[config.mk]
export PLATFORM = sky130hd
export DESIGN_NAME = writeback_unit
export DESIGN_NICKNAME = d
export VERILOG_FILES = /design/src/design/core_pkg.sv /design/src/design/writeback_unit.sv
export SDC_FILE = /design/constraint.sdc
export NUM_CORES = 1
export LEC_CHECK = 0
export BUFFER_PORTS_ARGS = -buffer_cell sky130_fd_sc_hd__buf_2
export CORE_AREA = 5 5 130 132
export DETAILED_ROUTE_END_ITERATION = 16
export DIE_AREA = 0 0 135 137
export SYNTH_ARGS = -nofsm -noshare
export SYNTH_HDL_FRONTEND = slang
export SYNTH_SLANG_ARGS = --single-unit
[constraint.sdc]
create_clock -name clk -period 1.9 [get_ports clk]
set_input_delay 0.38 -clock clk [delete_from_list [all_inputs] [get_ports clk]]
set_output_delay 0.38 -clock clk [all_outputs]
set_load 0.02 [all_outputs]
[src/design/core_pkg.sv]
// shared widths, memory depths, RV64 opcode fields and ALU encodings imported by every core stage
package core_pkg;

	// ********************
	// widths and sizes
	// ********************
	localparam int XLEN = 64;
	localparam int ILEN = 32;
	localparam int NREG = 32;
	localparam int REG_AW = 5;
	// instruction memory in 32-bit words
	localparam int IMEM_DEPTH = 256;
	// data memory in 64-bit doublewords
	localparam int DMEM_DEPTH = 256;
	localparam logic [XLEN-1:0] RESET_PC = '0;

	// ********************
	// major opcodes
	// ********************
	localparam logic [6:0] OPC_OP_IMM = 7'b0010011;
	localparam logic [6:0] OPC_OP = 7'b0110011;
	localparam logic [6:0] OPC_LUI = 7'b0110111;
	localparam logic [6:0] OPC_LOAD = 7'b0000011;
	localparam logic [6:0] OPC_STORE = 7'b0100011;
	localparam logic [6:0] OPC_BRANCH = 7'b1100011;
	localparam logic [6:0] OPC_JAL = 7'b1101111;

	// funct3 / funct7 codes
	localparam logic [2:0] F3_ADD = 3'b000;
	localparam logic [2:0] F3_XOR = 3'b100;
	localparam logic [2:0] F3_OR = 3'b110;
	localparam logic [2:0] F3_AND = 3'b111;
	localparam logic [2:0] F3_LD_SD = 3'b011;
	localparam logic [2:0] F3_BEQ = 3'b000;
	localparam logic [2:0] F3_BNE = 3'b001;
	localparam logic [6:0] F7_SUB = 7'b0100000;

	// execute operation and memory access kind
	typedef enum logic [2:0] {ALU_ADD, ALU_SUB, ALU_AND, ALU_OR, ALU_XOR, ALU_PASS_B} alu_op_t;
	typedef enum logic [1:0] {MEM_NONE, MEM_LOAD, MEM_STORE} mem_op_t;

endpackage

[src/design/writeback_unit.sv]
// writeback stage driving the register file write, busy clear and the retire port
`timescale 1ns/10ps

module writeback_unit import core_pkg::*; (
	input logic clk,
	input logic rst,
	input logic in_valid,
	output logic in_ready,
	input logic [XLEN-1:0] in_pc,
	input logic [REG_AW-1:0] in_rd,
	input logic [XLEN-1:0] in_data,
	output logic wb_en,
	output logic [REG_AW-1:0] wb_rd,
	output logic [XLEN-1:0] wb_data,
	output logic retire_valid,
	output logic [XLEN-1:0] retire_pc,
	output logic [REG_AW-1:0] retire_rd,
	output logic [XLEN-1:0] retire_data
);

	// last stage never back-pressures
	assign in_ready = 1'b1;

	always_ff @(posedge clk) begin
		if (rst) begin
			retire_valid <= 1'b0;
		end else begin
			retire_valid <= in_valid;
		end
	end

	always_ff @(posedge clk) begin
		if (in_valid) begin
			retire_pc <= in_pc;
			retire_rd <= in_rd;
			retire_data <= in_data;
		end
	end

	// no write for x0 or empty slot
	assign wb_en = retire_valid & (retire_rd != '0);
	assign wb_rd = retire_rd;
	assign wb_data = retire_data;

endmodule

==> impl_metrics.ini <==
[timing]
hold_ws_ns = 0.1330
fmax_mhz = 496.8
fin_crit_sh = 1.060
hold_viol_final = 0
rsz0062_at_grt = true
setup-violations-final = 1
tns_ns = -0.1131
fin_ws_ns = -0.1131
report.final.slew_viol_count = 0
fin_crit_ns = 2.013

[grt]
track_usage = 0.1235
antenna_found_initial = 0
grt_pass1_wl_mm = 16.75
grt_pass1_vias = 2957
grt_max_degree = 42
grt-ovfl-total = 0

[finish]
syn2layout_area_growth_pct = 45.92
final_common_cell = buf_2
drive_gt1_frac = 0.7283
fin_cells = 735
final_cell_mix = 337 x buf_2, 133 x edfxtp_1, 17 x clkbuf_16
diodes = 0
nets = 642

[min_path]
worstHoldStart = rst
whs_path_depth = 2
hold_path.class = input port to flop

[synthesis]
syn_avg_cell_area_um2 = 21.94
ys_ff_latch = 134
yosys_warnings = 0
synthesis.nets = 344
yosysSeqAreaShare = 0.8794
yosysTopAreaCell = edfxtp_1
synthTopCellsByArea = edfxtp_1 88%, buf_4 12%, dfxtp_1 0.44%
synth_top_area_frac = 0.8750
syn-instance-count = 208
synth_area_mm2 = 0.004564
yosysUniqueCellTypes = 7

[placement]
numPortBuffers = 339
gp_congestion = 0.8086
place_inst = 698

[job]
maxCapViolCount = 0

[setup_path]
cp-end-kind = output pin
max_stage_delay_ns = 0.53
cpMaxStageDelayCell = or4_1
worstPathRequired_ns = 1.52
worstPathArrival_ns = 1.63
cp_top_family = simple AND/OR/NAND/NOR gates
path_max_fanout = 2
crit_buf_inv = 1
critPathKind = flop to output pin
path_depth = 3
path_cells = or4_1 -> o21a_1 -> buf_6
cp-startpoint = retire_rd[1]$_DFFE_PP_
start_kind = flop

[die]
coreArea_mm2 = 0.01560
fp.dieW_um = 135
ios = 341
die_h_um = 137
rows = 46
start_util = 0.2926
die-area_mm2 = 0.01850

[route]
post_drt_wl_per_cell_um = 16.65
wl_mm = 12.24
drc_errors = 0
via_count = 2841
drt-initial-drc-count = 110
ant_nets = 0
routed_via_density = 3.865
dr.pass1.iters = 4

[status]
status = finished with violations
violations = negative setup slack

[clock_tree]
cts.clk_slew.worst_paths_ns = 0.06
tritoncts = done
cts_htree_levels = 4
root_buffer = clkbuf_16
cts.sinks = 134
numCtsBuffers = 17
clock_path_buffers = 2

[pwr]
swShare = 0.2568
p_switching_mw = 1.949
seq_power_share = 0.475
ir_drop_uv = 499.3
powerDensity_mw_per_mm2 = 1140
p_leak_nw = 2.979
internal-power_mw = 5.641
pwr-share-clk = 0.390
combPwrFrac = 0.135
power_mw = 7.590
-- power by group through the flow --
stage	Combinational [mW]	Clock (mW)	Sequential [mW]
after floorplan	0.319	0	3.97
after global placement	1.02	0	3.66
after detailed placement	1.02	0	3.67
after CTS	1.03	3.06	3.61
after global routing	1.08	3.19	3.63
final	1.02	2.96	3.60
-- per-layer routing --
| layer | GRT usage | vias up | part of all wire |
|---|---|---|---|
| met3 | 0.06140 | 17 | 0.11 |
| met4 | 0.05543 | 0 | 0.020 |
| met2 | 0.2162 | 192 | 0.53 |
| met1 | 0.1238 | 1331 | 0.34 |
| li1 | - | 1301 | - |
| met5 | 0 | - | 0 |
-- layout make-up --
cell class | count | area (um^2)
Clock buffer | 18 | 429.2
Clock inverter | 14 | 112.6
Fill cell | 1446 | 8937
Multi-Input combinational cell | 4 | 25.02
Sequential cell | 134 | 4014
Tap cell | 216 | 270.3
Timing Repair Buffer | 349 | 1809
-- cells in the mapped netlist, drive strengths merged --
library cell	instances
edfxtp	133
buf	70
conb	1
dfxtp	1
nor2b	1
o21a	1
or4	1
-- stage by stage --
stage / utilization / setup WS [ns] / instance area, um^2
global placement: 0.3895 / 0.2831 / 6075
global route: 0.4270 / -0.1791 / 6660
detailed placement: 0.3895 / 0.2822 / 6075
finish: 0.4270 / -0.1131 / 6660
CTS: 0.4260 / -0.1365 / 6645
floorplan: - / 0.2562 / 4564
-- state kept, by name, summed over array words and instances, names as in the netlist --
name	count
retire_data	64
retire_pc	64
retire_rd	5
retire_valid	1
-- worst paths after layout --
kind / to / slack (ns)
max: wb_en / -0.11
min: retire_valid$_SDFF_PP0_ / 0.13
-- cells by family after synthesis --
kind of cell	Yosys count	synth area share
DFF	134	0.8794
buffers and inverters	70	0.1151
and+or+nand+nor	2	0.003017
AOI/OAI and AO/OA	1	0.001645
other	1	0.0008216
-- what timing repair did --
item / in CTS / in global routing
buffers inserted: 3 / 2
hold buffers: 0 / 0
pin swaps: 1 / 0
resized for setup: 2 / 0
setup endpoints to repair: 1 / 1
(Power assumes the default switching activity.)
