### config.mk
export PLATFORM = sky130hd
export DESIGN_NAME = register_file
export DESIGN_NICKNAME = d
export VERILOG_FILES = /design/src/design/core_pkg.sv /design/src/design/register_file.sv
export SDC_FILE = /design/constraint.sdc
export NUM_CORES = 2
export LEC_CHECK = 0
export BUFFER_PORTS_ARGS = -buffer_cell sky130_fd_sc_hd__buf_2
export CORE_ASPECT_RATIO = 1.4
export CORE_MARGIN = 5
export CORE_UTILIZATION = 35
export DETAILED_ROUTE_END_ITERATION = 10
export REMOVE_ABC_BUFFERS = 1
export SLEW_MARGIN = 10
export SYNTH_ARGS = -nofsm -noshare
export SYNTH_HDL_FRONTEND = slang
export SYNTH_SLANG_ARGS = --single-unit
### constraint.sdc
create_clock -name clk -period 4.3 [get_ports clk]
set_input_delay 0.215 -clock clk [delete_from_list [all_inputs] [get_ports clk]]
set_output_delay 0.215 -clock clk [all_outputs]
set_load 0.02 [all_outputs]
### src/design/core_pkg.sv
// shared widths, memory depths, RV64 opcode fields and ALU encodings imported by every core stage
package core_pkg;

	// ********************
	// widths and sizes
	// ********************
	localparam int XLEN = 64;
	localparam int ILEN = 32;
	localparam int NREG = 32;
	localparam int REG_AW = 5;
	// instruction memory in 32-bit words
	localparam int IMEM_DEPTH = 256;
	// data memory in 64-bit doublewords
	localparam int DMEM_DEPTH = 256;
	localparam logic [XLEN-1:0] RESET_PC = '0;

	// ********************
	// major opcodes
	// ********************
	localparam logic [6:0] OPC_OP_IMM = 7'b0010011;
	localparam logic [6:0] OPC_OP = 7'b0110011;
	localparam logic [6:0] OPC_LUI = 7'b0110111;
	localparam logic [6:0] OPC_LOAD = 7'b0000011;
	localparam logic [6:0] OPC_STORE = 7'b0100011;
	localparam logic [6:0] OPC_BRANCH = 7'b1100011;
	localparam logic [6:0] OPC_JAL = 7'b1101111;

	// funct3 / funct7 codes
	localparam logic [2:0] F3_ADD = 3'b000;
	localparam logic [2:0] F3_XOR = 3'b100;
	localparam logic [2:0] F3_OR = 3'b110;
	localparam logic [2:0] F3_AND = 3'b111;
	localparam logic [2:0] F3_LD_SD = 3'b011;
	localparam logic [2:0] F3_BEQ = 3'b000;
	localparam logic [2:0] F3_BNE = 3'b001;
	localparam logic [6:0] F7_SUB = 7'b0100000;

	// execute operation and memory access kind
	typedef enum logic [2:0] {ALU_ADD, ALU_SUB, ALU_AND, ALU_OR, ALU_XOR, ALU_PASS_B} alu_op_t;
	typedef enum logic [1:0] {MEM_NONE, MEM_LOAD, MEM_STORE} mem_op_t;

endpackage

### src/design/register_file.sv
// general register file of the core with two reads for decode and one write from writeback
`timescale 1ns/10ps

module register_file import core_pkg::*; (
	input logic clk,
	input logic [REG_AW-1:0] rs1_addr,
	output logic [XLEN-1:0] rs1_data,
	input logic [REG_AW-1:0] rs2_addr,
	output logic [XLEN-1:0] rs2_data,
	input logic wb_en,
	input logic [REG_AW-1:0] wb_rd,
	input logic [XLEN-1:0] wb_data
);

	// storage, x0 slot never written
	logic [XLEN-1:0] regs [NREG];

	// single write port
	always_ff @(posedge clk) begin
		if (wb_en && wb_rd != '0) begin
			regs[wb_rd] <= wb_data;
		end
	end

	// combinational reads
	// same-cycle write shows up only on the next cycle
	assign rs1_data = (rs1_addr == '0) ? '0 : regs[rs1_addr];
	assign rs2_data = (rs2_addr == '0) ? '0 : regs[rs2_addr];

endmodule

==> results.yml <==
synth:
  syn-instance-count: 4565
  yosys_warnings: 0
  syn-cell-area_um2: 93900
  post_synth_main_area_contributors: "sky130_fd_sc_hd__edfxtp_1, sky130_fd_sc_hd__mux4_2, sky130_fd_sc_hd__mux2i_1"
  postSynth.asyncResetShare_pct: 0
  number_of_synthesized_register_bits: 2048
  number_of_flops_mapped_to_enable_cells_by_yosys: 2048
  ys_dominant_reg_cell: "sky130_fd_sc_hd__edfxtp_1"
  post_synth_num_cell_types: 48
  synth_seq_area_share_pct: 65.5
  syn-mean-instance-area_um2: 20.6
  netlist.area_leader.share_pct: 65.5
  synth_top_cell_by_area: "sky130_fd_sc_hd__edfxtp_1"
sta:
  fmax_mhz: 269
  hold_viol: 0
  slew_headroom_pct: 24.2
  fin_crit_sh_pct: 86.5
  rsz0062_at_grt: "no"
  report.final.setup_viol: 0
  fin_crit_ns: 3.72
  final-max-slew-violation-count: 0
  worst-slew-pin-transition_ns: 1.13
final_layout:
  reg.largest.list: "regs x2048"
  syn_to_final_growth_pct: 15.1
  largest_register_ff_count: 2048
  drive_gt1_share_pct: 36.0
  final_cell_mix: "sky130_fd_sc_hd__edfxtp_1, sky130_fd_sc_hd__mux4_2, sky130_fd_sc_hd__mux2i_1"
  finished_cell_area_um2: 108000
  finalNetCount: 5055
  regMostFlops: "regs"
  layout_commonest_cell: "sky130_fd_sc_hd__edfxtp_1"
  layout.cells.non_filler: 8645
  fillerInstances: 23600
worst_setup_path:
  endpoint: "rs2_data[43]"
  endpoint_kind: "primary output"
  worst-endpoint-arrival_ns: 3.50
  critical_path.slowest_cell: "sky130_fd_sc_hd__nor3_1"
  cp_data_required_time_ns: 4.09
  worstPathMaxFanout: 23
  worstSetupStartpointType: "input pin"
  critPathMaxStageDelay_ns: 0.85
  timing.setup.critical_path_class: "input pin to primary output"
  crit_start: "rs2_addr[3]"
  timing.critical_path.cells: "buf_2 > nor2b_4 > buf_12 > buf_12 > a22o_1 > a211oi_1 > buf_4 > nor3_1 > buf_2"
route:
  wirelength_um: 298000
  final_routed_drc_violation_total: 0
  via_count: 52600
  detail_route.first_pass.iterations: 5
  wl_per_cell_um: 34.5
  number_of_drc_markers_after_the_initial_detailed_route_iteration: 5187
  viasPerCell: 6.08
  route.antenna.remaining_nets: 0
global_route:
  antenna_violations_before_repair: 16
  grt_start_max_net_pins: 91
  gr-total-overflow: 0
  grt_use_total_pct: 21.0
  grt_pass1_vias: 55300
  grt_first_pass_wirelength_um: 420000
clocking:
  post-cts-setup-buffers: 0
  cts_hold_buffers: 64
  cts-root-to-sink-buffers: 4
  cts_sinks: 2048
  cts_resized: 0
  cts_tree: "done"
  clk_pin_slew_worst_paths_ns: 0.06
  cts_root_buffer: "sky130_fd_sc_hd__clkbuf_16"
  tritoncts.num_buffers: 196
  clock_tree.htree_level_count: 4
placed_design:
  numPortBuffers: 208
  place_inst: 8230
  hpwl_detailed_um: 171000
  gp_congestion: 0.783
  placed_cell_area_um2: 101000
floorplanning:
  io_pins: 209
  core_area_um2: 268000
  die_x_um: 448
  initial_utilization_pct: 35.1
  die_area_um2: 279000
  chipHeight_um: 623
  rows: 225
power:
  lkg_pwr_nw: 34.5
  peakVddDrop_mv: 0.294
  power.density_cell_area_nw_per_um2: 407
status:
  run_status: "finished, final reports clean"
flow_run:
  drv_cap: 0
min_path:
  hold_crit_class: "input pin to register"
## critical path, delay by kind of cell
family                 cells  cell delay, ns
AND/OR/NAND/NOR            2            1.53
buffers and inverters      5            1.42
AO/OA/AOI/OAI              2            0.23
## worst min-delay path by stage
stage,from,endpoint,cells past startpoint
5_1_grt,wb_rd[2],regs[10][21],3
3_3_place_gp,wb_data[42],regs[26][42],1
2_1_floorplan,wb_data[0],regs[0][0],0
6_report,wb_rd[2],regs[10][21],3
3_5_place_dp,wb_data[42],regs[25][42],1
4_1_cts,wb_rd[4],regs[10][21],3
## stage by stage
stage	worst slack, ns	hold slack (ns)	util [%]	setup TNS, ns	total power [mW]
floorplan	-1.61	0.314	-	-93.39	24.8
global placement	0.685	0.704	37.8	0	26.9
detailed placement	0.616	0.717	37.8	0	26.9
CTS	0.605	0.130	40.4	0	44.3
global route	0.548	0.177	40.4	0	45.3
finish	0.581	0.188	40.4	0	44.0
## synth_stat cells (all sizes together) (58+ instances only)
cell type,number
and3,59
clkbuf,161
o221ai,69
mux4,920
a22oi,75
edfxtp,2048
mux2,149
buf,215
mux2i,284
a211oi,58
nand2,71
a22o,59
a221oi,68
o22ai,70
nor3,65
## routing by layer
| metal | track usage (%) | vias up | wire, um |
|---|---|---|---|
| li1 | - | 20900 | - |
| met1 | 25.9 | 28900 | 111000 |
| met2 | 37.5 | 2217 | 156000 |
| met3 | 2.80 | 592 | 18000 |
| met4 | 7.96 | 10 | 13200 |
| met5 | 0 | - | 48 |
## power breakdown
part           internal [mW]  total, mW  switching, mW
combinational           1.71       4.14           2.44
sequential              22.3       22.4          0.116
clock                   9.89       17.5           7.60
total                   33.8       44.0           10.1
## cell families (layout without fill, tap and decap cells)
family	after synthesis	after routing	synth area share [%]
other	1	69	0.00399
multiplexers	1353	1353	26.9
AO/OA/AOI/OAI	493	493	4.09
flip-flops	2048	2048	65.5
buffers and inverters	378	872	1.96
AND/OR/NAND/NOR	292	292	1.59
## cell type report
cell class | instances | area (um2) | area share [%]
sequential | 2048 | 61500 | 56.9
multi-input combinational | 2202 | 31100 | 28.8
inverter | 2 | 15.0 | 0.0139
clock buffer | 228 | 5090 | 4.71
antenna | 5 | 12.5 | 0.0116
tap | 3518 | 4400 | 4.07
timing repair buffer | 524 | 4810 | 4.44
clock inverter | 118 | 1190 | 1.10
Power figures use the tool's default switching activity.
