<file path="src/design/core_pkg.sv">
// shared widths, memory depths, RV64 opcode fields and ALU encodings imported by every core stage
package core_pkg;

	// ********************
	// widths and sizes
	// ********************
	localparam int XLEN = 64;
	localparam int ILEN = 32;
	localparam int NREG = 32;
	localparam int REG_AW = 5;
	// instruction memory in 32-bit words
	localparam int IMEM_DEPTH = 256;
	// data memory in 64-bit doublewords
	localparam int DMEM_DEPTH = 256;
	localparam logic [XLEN-1:0] RESET_PC = '0;

	// ********************
	// major opcodes
	// ********************
	localparam logic [6:0] OPC_OP_IMM = 7'b0010011;
	localparam logic [6:0] OPC_OP = 7'b0110011;
	localparam logic [6:0] OPC_LUI = 7'b0110111;
	localparam logic [6:0] OPC_LOAD = 7'b0000011;
	localparam logic [6:0] OPC_STORE = 7'b0100011;
	localparam logic [6:0] OPC_BRANCH = 7'b1100011;
	localparam logic [6:0] OPC_JAL = 7'b1101111;

	// funct3 / funct7 codes
	localparam logic [2:0] F3_ADD = 3'b000;
	localparam logic [2:0] F3_XOR = 3'b100;
	localparam logic [2:0] F3_OR = 3'b110;
	localparam logic [2:0] F3_AND = 3'b111;
	localparam logic [2:0] F3_LD_SD = 3'b011;
	localparam logic [2:0] F3_BEQ = 3'b000;
	localparam logic [2:0] F3_BNE = 3'b001;
	localparam logic [6:0] F7_SUB = 7'b0100000;

	// execute operation and memory access kind
	typedef enum logic [2:0] {ALU_ADD, ALU_SUB, ALU_AND, ALU_OR, ALU_XOR, ALU_PASS_B} alu_op_t;
	typedef enum logic [1:0] {MEM_NONE, MEM_LOAD, MEM_STORE} mem_op_t;

endpackage

</file>
<file path="src/design/decode_unit.sv">
// decode stage with immediate extraction, register read, busy scoreboard and the id_ex register
`timescale 1ns/10ps

module decode_unit import core_pkg::*; (
	input logic clk,
	input logic rst,
	// from fetch
	input logic in_valid,
	output logic in_ready,
	input logic [XLEN-1:0] in_pc,
	input logic [ILEN-1:0] in_inst,
	// register file
	output logic [REG_AW-1:0] rs1_addr,
	input logic [XLEN-1:0] rs1_data,
	output logic [REG_AW-1:0] rs2_addr,
	input logic [XLEN-1:0] rs2_data,
	// writeback clears busy bits
	input logic wb_en,
	input logic [REG_AW-1:0] wb_rd,
	input logic flush,
	// to execute
	output logic out_valid,
	input logic out_ready,
	output logic [XLEN-1:0] out_pc,
	output logic [XLEN-1:0] out_src_a,
	output logic [XLEN-1:0] out_src_b,
	output logic [XLEN-1:0] out_imm,
	output logic [REG_AW-1:0] out_rd,
	output alu_op_t out_alu_op,
	output mem_op_t out_mem_op,
	output logic out_is_branch,
	output logic out_branch_ne,
	output logic out_is_jal,
	output logic out_use_imm
);

	logic [6:0] opcode;
	logic [2:0] funct3;
	logic [6:0] funct7;
	logic [XLEN-1:0] imm_i, imm_s, imm_b, imm_u, imm_j;
	logic [XLEN-1:0] imm;
	logic [REG_AW-1:0] dec_rd;
	alu_op_t alu_op;
	mem_op_t mem_op;
	logic is_branch, branch_ne, is_jal, use_imm;
	logic use_rs1, use_rs2;
	logic [NREG-1:0] busy;
	logic hazard, slot_free, issue;

	// ********************
	// fields and immediates
	// ********************
	assign opcode = in_inst[6:0];
	assign funct3 = in_inst[14:12];
	assign funct7 = in_inst[31:25];
	assign rs1_addr = in_inst[19:15];
	assign rs2_addr = in_inst[24:20];

	assign imm_i = {{(XLEN-12){in_inst[31]}}, in_inst[31:20]};
	assign imm_s = {{(XLEN-12){in_inst[31]}}, in_inst[31:25], in_inst[11:7]};
	assign imm_b = {{(XLEN-13){in_inst[31]}}, in_inst[31], in_inst[7], in_inst[30:25],
		in_inst[11:8], 1'b0};
	assign imm_u = {{(XLEN-32){in_inst[31]}}, in_inst[31:12], 12'b0};
	assign imm_j = {{(XLEN-21){in_inst[31]}}, in_inst[31], in_inst[19:12], in_inst[20],
		in_inst[30:21], 1'b0};

	// opcode map, anything unknown falls out as a no-op with rd 0
	always_comb begin
		dec_rd = '0;
		imm = imm_i;
		alu_op = ALU_ADD;
		mem_op = MEM_NONE;
		is_branch = 1'b0;
		branch_ne = 1'b0;
		is_jal = 1'b0;
		use_imm = 1'b0;
		use_rs1 = 1'b0;
		use_rs2 = 1'b0;
		case (opcode)
			OPC_OP_IMM: begin
				use_rs1 = 1'b1;
				use_imm = 1'b1;
				dec_rd = in_inst[11:7];
				case (funct3)
					F3_ADD: alu_op = ALU_ADD;
					F3_XOR: alu_op = ALU_XOR;
					F3_OR: alu_op = ALU_OR;
					F3_AND: alu_op = ALU_AND;
					default: begin
						dec_rd = '0;
						use_rs1 = 1'b0;
					end
				endcase
			end
			OPC_OP: begin
				use_rs1 = 1'b1;
				use_rs2 = 1'b1;
				dec_rd = in_inst[11:7];
				case (funct3)
					F3_ADD: alu_op = (funct7 == F7_SUB) ? ALU_SUB : ALU_ADD;
					F3_XOR: alu_op = ALU_XOR;
					F3_OR: alu_op = ALU_OR;
					F3_AND: alu_op = ALU_AND;
					default: begin
						dec_rd = '0;
						use_rs1 = 1'b0;
						use_rs2 = 1'b0;
					end
				endcase
			end
			OPC_LUI: begin
				// upper immediate straight through the alu
				dec_rd = in_inst[11:7];
				imm = imm_u;
				use_imm = 1'b1;
				alu_op = ALU_PASS_B;
			end
			OPC_LOAD: begin
				if (funct3 == F3_LD_SD) begin
					dec_rd = in_inst[11:7];
					use_rs1 = 1'b1;
					use_imm = 1'b1;
					mem_op = MEM_LOAD;
				end
			end
			OPC_STORE: begin
				// address from rs1, data from rs2
				if (funct3 == F3_LD_SD) begin
					imm = imm_s;
					use_rs1 = 1'b1;
					use_rs2 = 1'b1;
					use_imm = 1'b1;
					mem_op = MEM_STORE;
				end
			end
			OPC_BRANCH: begin
				if (funct3 == F3_BEQ || funct3 == F3_BNE) begin
					imm = imm_b;
					use_rs1 = 1'b1;
					use_rs2 = 1'b1;
					is_branch = 1'b1;
					branch_ne = (funct3 == F3_BNE);
				end
			end
			OPC_JAL: begin
				dec_rd = in_inst[11:7];
				imm = imm_j;
				is_jal = 1'b1;
			end
			default: ;
		endcase
	end

	// ********************
	// scoreboard and stall
	// ********************
	// sources wait for writeback to finish, no forwarding
	// a busy rd may reissue in the cycle its older write retires
	assign hazard = (use_rs1 & busy[rs1_addr]) | (use_rs2 & busy[rs2_addr]) |
		((dec_rd != '0) & busy[dec_rd] & ~(wb_en & (wb_rd == dec_rd)));
	assign slot_free = ~out_valid | out_ready;
	assign in_ready = slot_free & ~hazard & ~flush;
	assign issue = in_valid & in_ready;

	always_ff @(posedge clk) begin
		if (rst) begin
			busy <= '0;
		end else begin
			if (wb_en) begin
				busy[wb_rd] <= 1'b0;
			end
			// set after clear so the set wins
			if (issue && dec_rd != '0) begin
				busy[dec_rd] <= 1'b1;
			end
		end
	end

	// ********************
	// id_ex register
	// ********************
	always_ff @(posedge clk) begin
		if (rst) begin
			out_valid <= 1'b0;
		end else if (flush) begin
			out_valid <= 1'b0;
		end else if (slot_free) begin
			out_valid <= issue;
		end
	end

	// payload only moves on issue
	always_ff @(posedge clk) begin
		if (issue) begin
			out_pc <= in_pc;
			out_src_a <= rs1_data;
			out_src_b <= rs2_data;
			out_imm <= imm;
			out_rd <= dec_rd;
			out_alu_op <= alu_op;
			out_mem_op <= mem_op;
			out_is_branch <= is_branch;
			out_branch_ne <= branch_ne;
			out_is_jal <= is_jal;
			out_use_imm <= use_imm;
		end
	end

endmodule

</file>
<file path="config.mk">
export PLATFORM = sky130hd
export DESIGN_NAME = decode_unit
export DESIGN_NICKNAME = d
export VERILOG_FILES = /design/src/design/core_pkg.sv /design/src/design/decode_unit.sv
export SDC_FILE = /design/constraint.sdc
export NUM_CORES = 1
export LEC_CHECK = 0
export BUFFER_PORTS_ARGS = -buffer_cell sky130_fd_sc_hd__buf_2
export CAP_MARGIN = 30
export CORE_AREA = 2 2 203 205
export CTS_CLUSTER_SIZE = 20
export DETAILED_ROUTE_END_ITERATION = 10
export DIE_AREA = 0 0 205 207
export RECOVER_POWER = 25
export SLEW_MARGIN = 0
export SYNTH_ARGS = -nofsm -noshare
export SYNTH_HDL_FRONTEND = slang
export SYNTH_SLANG_ARGS = --single-unit
</file>
<file path="constraint.sdc">
create_clock -name clk -period 12.1 [get_ports clk]
set_input_delay 3.025 -clock clk [delete_from_list [all_inputs] [get_ports clk]]
set_output_delay 3.025 -clock clk [all_outputs]
set_load 0.03 [all_outputs]
</file>
==> results.tsv, run 1 <==
metric	value	unit
YS warnings	0	
Synth area leaders	edfxtp_1, dfxtp_1, mux4_2, buf_4, o31ai_1	
worst hold-check path type	register to register	
post-synth top area cell	edfxtp_1	
CTS tree	built	
final number of setup-violating endpoints	0	
post-synthesis xor/xnor area fraction	0.245	%
Crit path largest cell delay	0.71	ns
clock slew at reported path FFs	0.06	ns
DP HPWL	31.7	mm
antenna viol nets, final	0	
Fin Hold WS	0.493	ns
initial DRC count	575	
initial core utilization	26.5	%
cell-internal power	0.00174	W
number of synthesized register bits	271	
Worst Skew	0.0149	ns
Rel. slew slack	23.7	%
Critical Setup Path Class	input port to output pin	
I/O pin total	517	
Setup Buffers After CTS	0	
CTS resizes	0	
unrepaired setup endpoints after global routing	false	
setup TNS	0	ns
sequential share of power	46.2	%
Top delay family on crit path	compound AO/OA/AOI/OAI gates	
CTS max path bufs	3	
top cell type's share of synthesized area	66.8	%
Avg WL per Cell	23.8	um
max-slew violations	0	
final hold vios	0	
vias after detailed routing	7845	
Synth Area per Inst	16.2	sq um
CP arrival	5.78	ns
vias in the first global route	7578	
slowest cell on the critical path	a21oi_2	
number of CTS-inserted buffers	31	
Root Buffer	clkbuf_16	
Post-synth EDFFs	238	
FILL cells	3976	
Placement Rows	74	
worst-margin pin slew	1.14	ns
multi-input gate area in the final layout	0.00237	sq mm
H-tree depth	1	
hold-fix buffers at CTS	0	
Async SR Flop Fraction	0	%
total of max-cap violations	0	
register area	0.00781	sq mm
Max FO, Critical Path	15	
largest family of logic cells by synthesized area	simple AND/OR/NAND/NOR gates	
WP buf/inv	3	
Die Footprint	0.0424	sq mm
leakage power	5.96	nW
Top FF cell, synth	edfxtp_1	
# DRC	0	
post-synthesis compound-gate area fraction	7.97	%
HP Start	busy[0]$_SDFF_PP0_	
synthesized cell area	0.0107	sq mm
CP Launch Point	in_inst[5]	
Simple-Gate Fraction of Synth Area	8.43	%
gr ovfl total	0	
Yosys cell types	57	
Gate Count Post-Synth	659	
fmax	114	MHz
final period utilization	72.8	%
WL final	40.3	mm
layout overhead on the synthesized area	36.4	%
reg-to-reg setup timing slack	8.59	ns
Setup crit end kind	output pin	
Net Sw Frac	24.5	%
Net Count, Synth	894	
pin count of the biggest net entering global routing	174	
worst skew pair latency	0.57	ns
Setup crit start kind	input port	
sequential share of the synthesized area	72.9	%
Power Density	158	mW/mm^2
post-synthesis adder-cell area fraction	0	%
sw power	0.000566	W
CTS Sinks	271	
Final #Nets	1372	
Buffers on Ports	516	
first-pass GRT wire length	55.1	mm
GRT Total Usage	18.2	%
final worst path period need	8.81	ns
core box area	0.0404	sq mm
Pre-antenna DRT Iters	5	
Vias per Instance	4.63	
post-synthesis mux area share	5.67	%
share of cells above drive strength 1	50.9	%
Clk network pwr share	43.7	%
outcome	finished clean	
DIE HEIGHT	207	um
GP Congestion	0.930	
VDD IR-drop max	0.0933	mV
initial antenna violation count	23	
die width	205	um
combinational share of power	10.1	%
CP Cell Sequence	clkbuf_1 > nand4_1 > a21oi_2 > o31ai_1 > xnor2_1 > a2111oi_4 > o21ai_2 > inv_1 > buf_2	
data required time of the worst path	9.07	ns
Reg-to-Reg Start	busy[8]$_SDFF_PP0_	
-- synthesized netlist by cell type, types with 2 or more instances --
cell type,number
a211o_1,2
nor2_1,18
a22oi_1,3
xnor2_1,3
nand3b_1,16
clkbuf_1,23
nand2_1,27
nor2b_1,26
o211ai_1,3
buf_6,3
o21ai_2,2
nor4b_1,2
o2111ai_1,2
nand4_1,3
o31ai_1,33
or3_4,2
mux4_2,22
a21oi_1,2
nand2b_1,9
buf_1,3
and2_1,14
nor3_1,4
a22o_1,6
a211oi_1,2
and3_1,4
buf_4,43
inv_1,12
mux2i_1,10
a31oi_1,3
dfxtp_1,33
buf_2,2
o21ai_0,23
nand3_1,11
o22ai_1,4
or2_2,4
edfxtp_1,238
nor3b_1,3
a21o_1,20
-- kinds of logic after synthesis --
group,after synthesis
flops,271
simple gates,150
xor+xnor,3
mux,33
compound gates,116
buf+inv,86
-- power by group through the flow --
stage          logic (W)  registers (W)  clock network [W]
6_report        0.000232        0.00107            0.00101
4_1_cts         0.000236        0.00107            0.00104
3_5_place_dp    0.000236        0.00109                  0
3_3_place_gp    0.000234        0.00109                  0
2_1_floorplan  0.0000689        0.00116                  0
5_1_grt         0.000246        0.00107            0.00107
-- final cells by class --
type                       instances  area share, %
sequential                       271           53.5
timing repair buffer             519           17.8
multi-input combinational        302           16.2
clock buffer                      33           5.37
tap                              532           4.56
clock inverter                    24           2.15
inverter                          12          0.360
antenna                            2         0.0343
-- final timing paths --
kind,to,depth (start not counted)
worst max-delay path,in_ready,9
worst min-delay path,busy[0]$_SDFF_PP0_,2
worst max register to register,out_src_b[14]$_DFFE_PP_,8
worst min register to register,busy[0]$_SDFF_PP0_,2
-- cells in the final DEF (no fill, tap or decap), drive strengths merged, types with 2 or more instances in the layout --
cell type  synthesis  layout
and3               4       4
mux4              22      22
a211oi             2       2
nand4              3       3
o211ai             3       3
o31ai             33      33
nand3b            16      16
bufinv             0       7
nand2b             9       9
mux2i             10      10
nor4b              3       3
a211o              2       2
a31oi              3       3
o21ai             25      25
or2                4       4
and2              14      14
a22o               6       6
inv               12      16
o2111ai            2       2
or3                2       2
or3b               2       2
o22ai              4       4
nor3               4       4
a21oi              3       3
nor2              18      18
xnor2              3       3
nand2             27      27
clkbuf            23      48
a22oi              3       3
a21o              20      20
dfxtp             33      33
diode              0       2
clkinv             0      10
nor3b              3       3
nand3             11      11
nor2b             26      26
clkinvlp           0       3
buf               51     504
edfxtp           238     238
-- registers in the layout, indices dropped and copies added, names as in the netlist --
| register | cells |
|---|---|
| busy | 32 |
| out_use_imm | 1 |
| out_src_a | 64 |
| out_alu_op | 3 |
| out_is_branch | 1 |
| out_pc | 64 |
| out_src_b | 64 |
| out_branch_ne | 1 |
| out_is_jal | 1 |
| out_mem_op | 2 |
| out_valid | 1 |
| out_rd | 5 |
| out_imm | 32 |
-- layer usage --
layer | part of all wire, % | GRT usage, % | wire (um) | vias to the layer above
li1 | - | - | - | 3473
met1 | 36 | 21.3 | 14700 | 3812
met2 | 49 | 31.2 | 19800 | 451
met3 | 11 | 6.58 | 4500 | 93
met4 | 2.9 | 5.31 | 1160 | 16
met5 | 0.28 | 0 | 113 | -
-- through the flow --
step	area (sq um)	total power, W	std cells	worst slack, ns	util, %
finish	14600	0.00231	1695	3.29	36.2
global route	14600	0.00239	1693	3.08	36.1
CTS	14600	0.00235	1693	3.55	36.2
detailed placement	13500	0.00132	1636	3.56	33.5
global placement	13500	0.00132	1635	3.64	33.5
floorplan	10700	0.00123	659	2.29	-
-- worst reg2reg max path, delay by kind of cell, from the launching register on --
family / cells / cell delay, ns
mux: 1 / 0.47
flops: 1 / 0.36
buf+inv: 2 / 1.00
simple gates: 1 / 0.13
compound gates: 4 / 0.79
Note: power is estimated with default switching activity, not from simulation.
==> run 2, diff against run 1 <==
==> constraint.sdc (replaced) <==
create_clock -name clk -period 8.5 [get_ports clk]
set_input_delay 2.125 -clock clk [delete_from_list [all_inputs] [get_ports clk]]
set_output_delay 2.125 -clock clk [all_outputs]
set_load 0.03 [all_outputs]
==> run 2 against run 1 <==
Net effect: flip-flop and latch count did not move; utilization fell by 0.20 points; die area did not move; non-clock buffer count rose by 2; count of clock-buffer cells in the layout rose by 8; clock power rose by 29%; hold slack improved by 0.0094 ns; clock skew fell by 0.0037 ns; worst setup slack got worse by 1.8 ns; via count fell by 0.54%; routed wire length fell by 3.7%; sequential power rose by 42%; critical path type unchanged; largest power group unchanged; highest routed layer unchanged.
==> results.tsv, run 2 (synthesis gave the netlist of run 1 again) <==
metric	value	unit	change
outcome	finished clean		
die width	205	um	unchanged
Reg-to-Reg Start	busy[24]$_SDFF_PP0_		
most common cell after layout, fill and taps aside	buf_2		
H-tree depth	1		unchanged
leakage power	5.92	nW	-0.63%
Reg2Reg Capture Point	out_pc[61]$_DFFE_PP_		
first-pass GRT wire length	53.7	mm	-2.6%
Rel. slew slack	42.0	%	+18 points
slowest cell on the critical path	a21oi_2		
CTS max path bufs	3		unchanged
largest registers	out_pc x64, out_src_a x64, out_src_b x64		
CP Capture Point	in_ready		
number of CTS-inserted buffers	31		unchanged
final number of setup-violating endpoints	0		unchanged
Setup crit end kind	output pin		
CP Cell Sequence	clkbuf_1 > nand4_1 > a21oi_2 > o22ai_1 > a22oi_1 > o2111ai_1 > o21ai_2 > buf_4 > inv_1 > buf_2		
Critical Setup Path Class	input port to output pin		
DIE HEIGHT	207	um	unchanged
CTS Sinks	271		unchanged
CP arrival	4.92	ns	-0.86 ns
worst-margin pin slew	0.857	ns	-0.287 ns
# DRC	0		unchanged
CTS resizes	0		unchanged
hold-fix buffers at CTS	0		unchanged
VDD IR-drop max	0.132	mV	+41%
GP Congestion	0.915		-1.7%
initial core utilization	26.5	%	unchanged
Die Footprint	0.0424	sq mm	unchanged
final period utilization	82.9	%	
Final #Nets	1374		+0.15%
worst skew pair latency	0.56	ns	about the same
final hold vios	0		unchanged
vias after detailed routing	7803		-0.54%
worst hold-check path type	register to register		
share of cells above drive strength 1	50.7	%	-0.22 points
CTS tree	built		
unrepaired setup endpoints after global routing	false		
CP Launch Point	in_inst[5]		
Placement Rows	74		unchanged
Worst Skew	0.0112	ns	-0.00371 ns
I/O pin total	517		unchanged
clock slew at reported path FFs	0.06	ns	about the same
Vias per Instance	4.59		-0.89%
Buffers on Ports	516		unchanged
gr ovfl total	0		unchanged
layout overhead on the synthesized area	35.6	%	
GRT Total Usage	17.5	%	-0.75 points
Crit path largest cell delay	0.65	ns	-0.06 ns
data required time of the worst path	6.38	ns	-2.69 ns
antenna viol nets, final	0		unchanged
initial DRC count	657		+14%
pin count of the biggest net entering global routing	104		-40%
Power Density	217	mW/mm^2	+37%
max-slew violations	0		unchanged
Root Buffer	clkbuf_16		
DP HPWL	30.2	mm	-4.8%
Pre-antenna DRT Iters	5		unchanged
final worst path period need	7.04	ns	
vias in the first global route	7529		-0.65%
most frequent cells in the layout	buf_2, edfxtp_1, o31ai_1, dfxtp_1, clkbuf_16		
core box area	0.0404	sq mm	unchanged
Avg WL per Cell	22.8	um	-4.1%
setup TNS	0	ns	unchanged
fin util	36.0	%	-0.20 points
Setup Buffers After CTS	0		unchanged
total of max-cap violations	0		unchanged
reg-to-reg setup timing slack	5.01	ns	-3.58 ns
fmax	142	MHz	
WL final	38.8	mm	-3.7%
Register-to-Register Path Depth	7		-1
initial antenna violation count	19		-17%
Cells on Worst Hold Path	2		unchanged
Setup crit start kind	input port		
Max FO, Critical Path	32		+17
==> run 2: cell types whose count changed in the layout (fill, tap and decap cells not counted), sizes merged <==
cell | before | now
clkbuf | 48 | 60
diode | 2 | 7
clkinvlp | 3 | 1
inv | 16 | 15
bufinv | 7 | 1
buf | 504 | 502
==> run 2: cell type report <==
type / instances / area [sq um]
clock inverters: 15 / 115
repair buffers: 521 / 2610
multi-input cells: 302 / 2370
inverters: 12 / 48.8
fillers: 3945 / 25900
well taps: 532 / 666
diodes: 7 / 17.5
flip-flops and latches: 271 / 7810
clock buffers: 41 / 878
==> run 2: worst min path at each step <==
stage / slack, ns / endpoint / start
4_1_cts: 0.50 / busy[0]$_SDFF_PP0_ / busy[0]$_SDFF_PP0_
3_3_place_gp: 0.48 / busy[0]$_SDFF_PP0_ / busy[0]$_SDFF_PP0_
6_report: 0.50 / busy[0]$_SDFF_PP0_ / busy[0]$_SDFF_PP0_
2_1_floorplan: 0.43 / busy[0]$_SDFF_PP0_ / busy[0]$_SDFF_PP0_
5_1_grt: 0.54 / busy[0]$_SDFF_PP0_ / busy[0]$_SDFF_PP0_
3_5_place_dp: 0.48 / busy[0]$_SDFF_PP0_ / busy[0]$_SDFF_PP0_
==> run 2: per-layer routing <==
metal  global-route usage, %  wire [um]
met2                    30.2      19600
met5                       0        102
met4                    5.09        923
met1                    20.6      14100
met3                    5.55       4040
==> run 2: worst max-delay path: cells and delay by family <==
| family | cells | cell delay, ns |
|---|---|---|
| compound gates | 5 | 1.47 |
| buf+inv | 4 | 0.94 |
| simple gates | 1 | 0.36 |
==> run 2: power breakdown <==
group / leakage (nW) / total (W) / switching, W / internal, W
clock network: 0.499 / 0.00130 / 0.000547 / 0.000757
registers: 2.52 / 0.00152 / 0.0000126 / 0.00151
logic: 2.90 / 0.000331 / 0.000235 / 0.0000958
==> run 2: per-stage QoR <==
step	total power [W]	setup slack (ns)	instance area, sq um	hold slack, ns	instances
after floorplan	0.00175	0.723	10700	0.434	659
after global placement	0.00188	1.67	13500	0.476	1638
after detailed placement	0.00188	1.62	13500	0.484	1638
after CTS	0.00320	1.62	14500	0.504	1694
after global routing	0.00327	1.10	14500	0.541	1696
final	0.00315	1.46	14500	0.503	1701
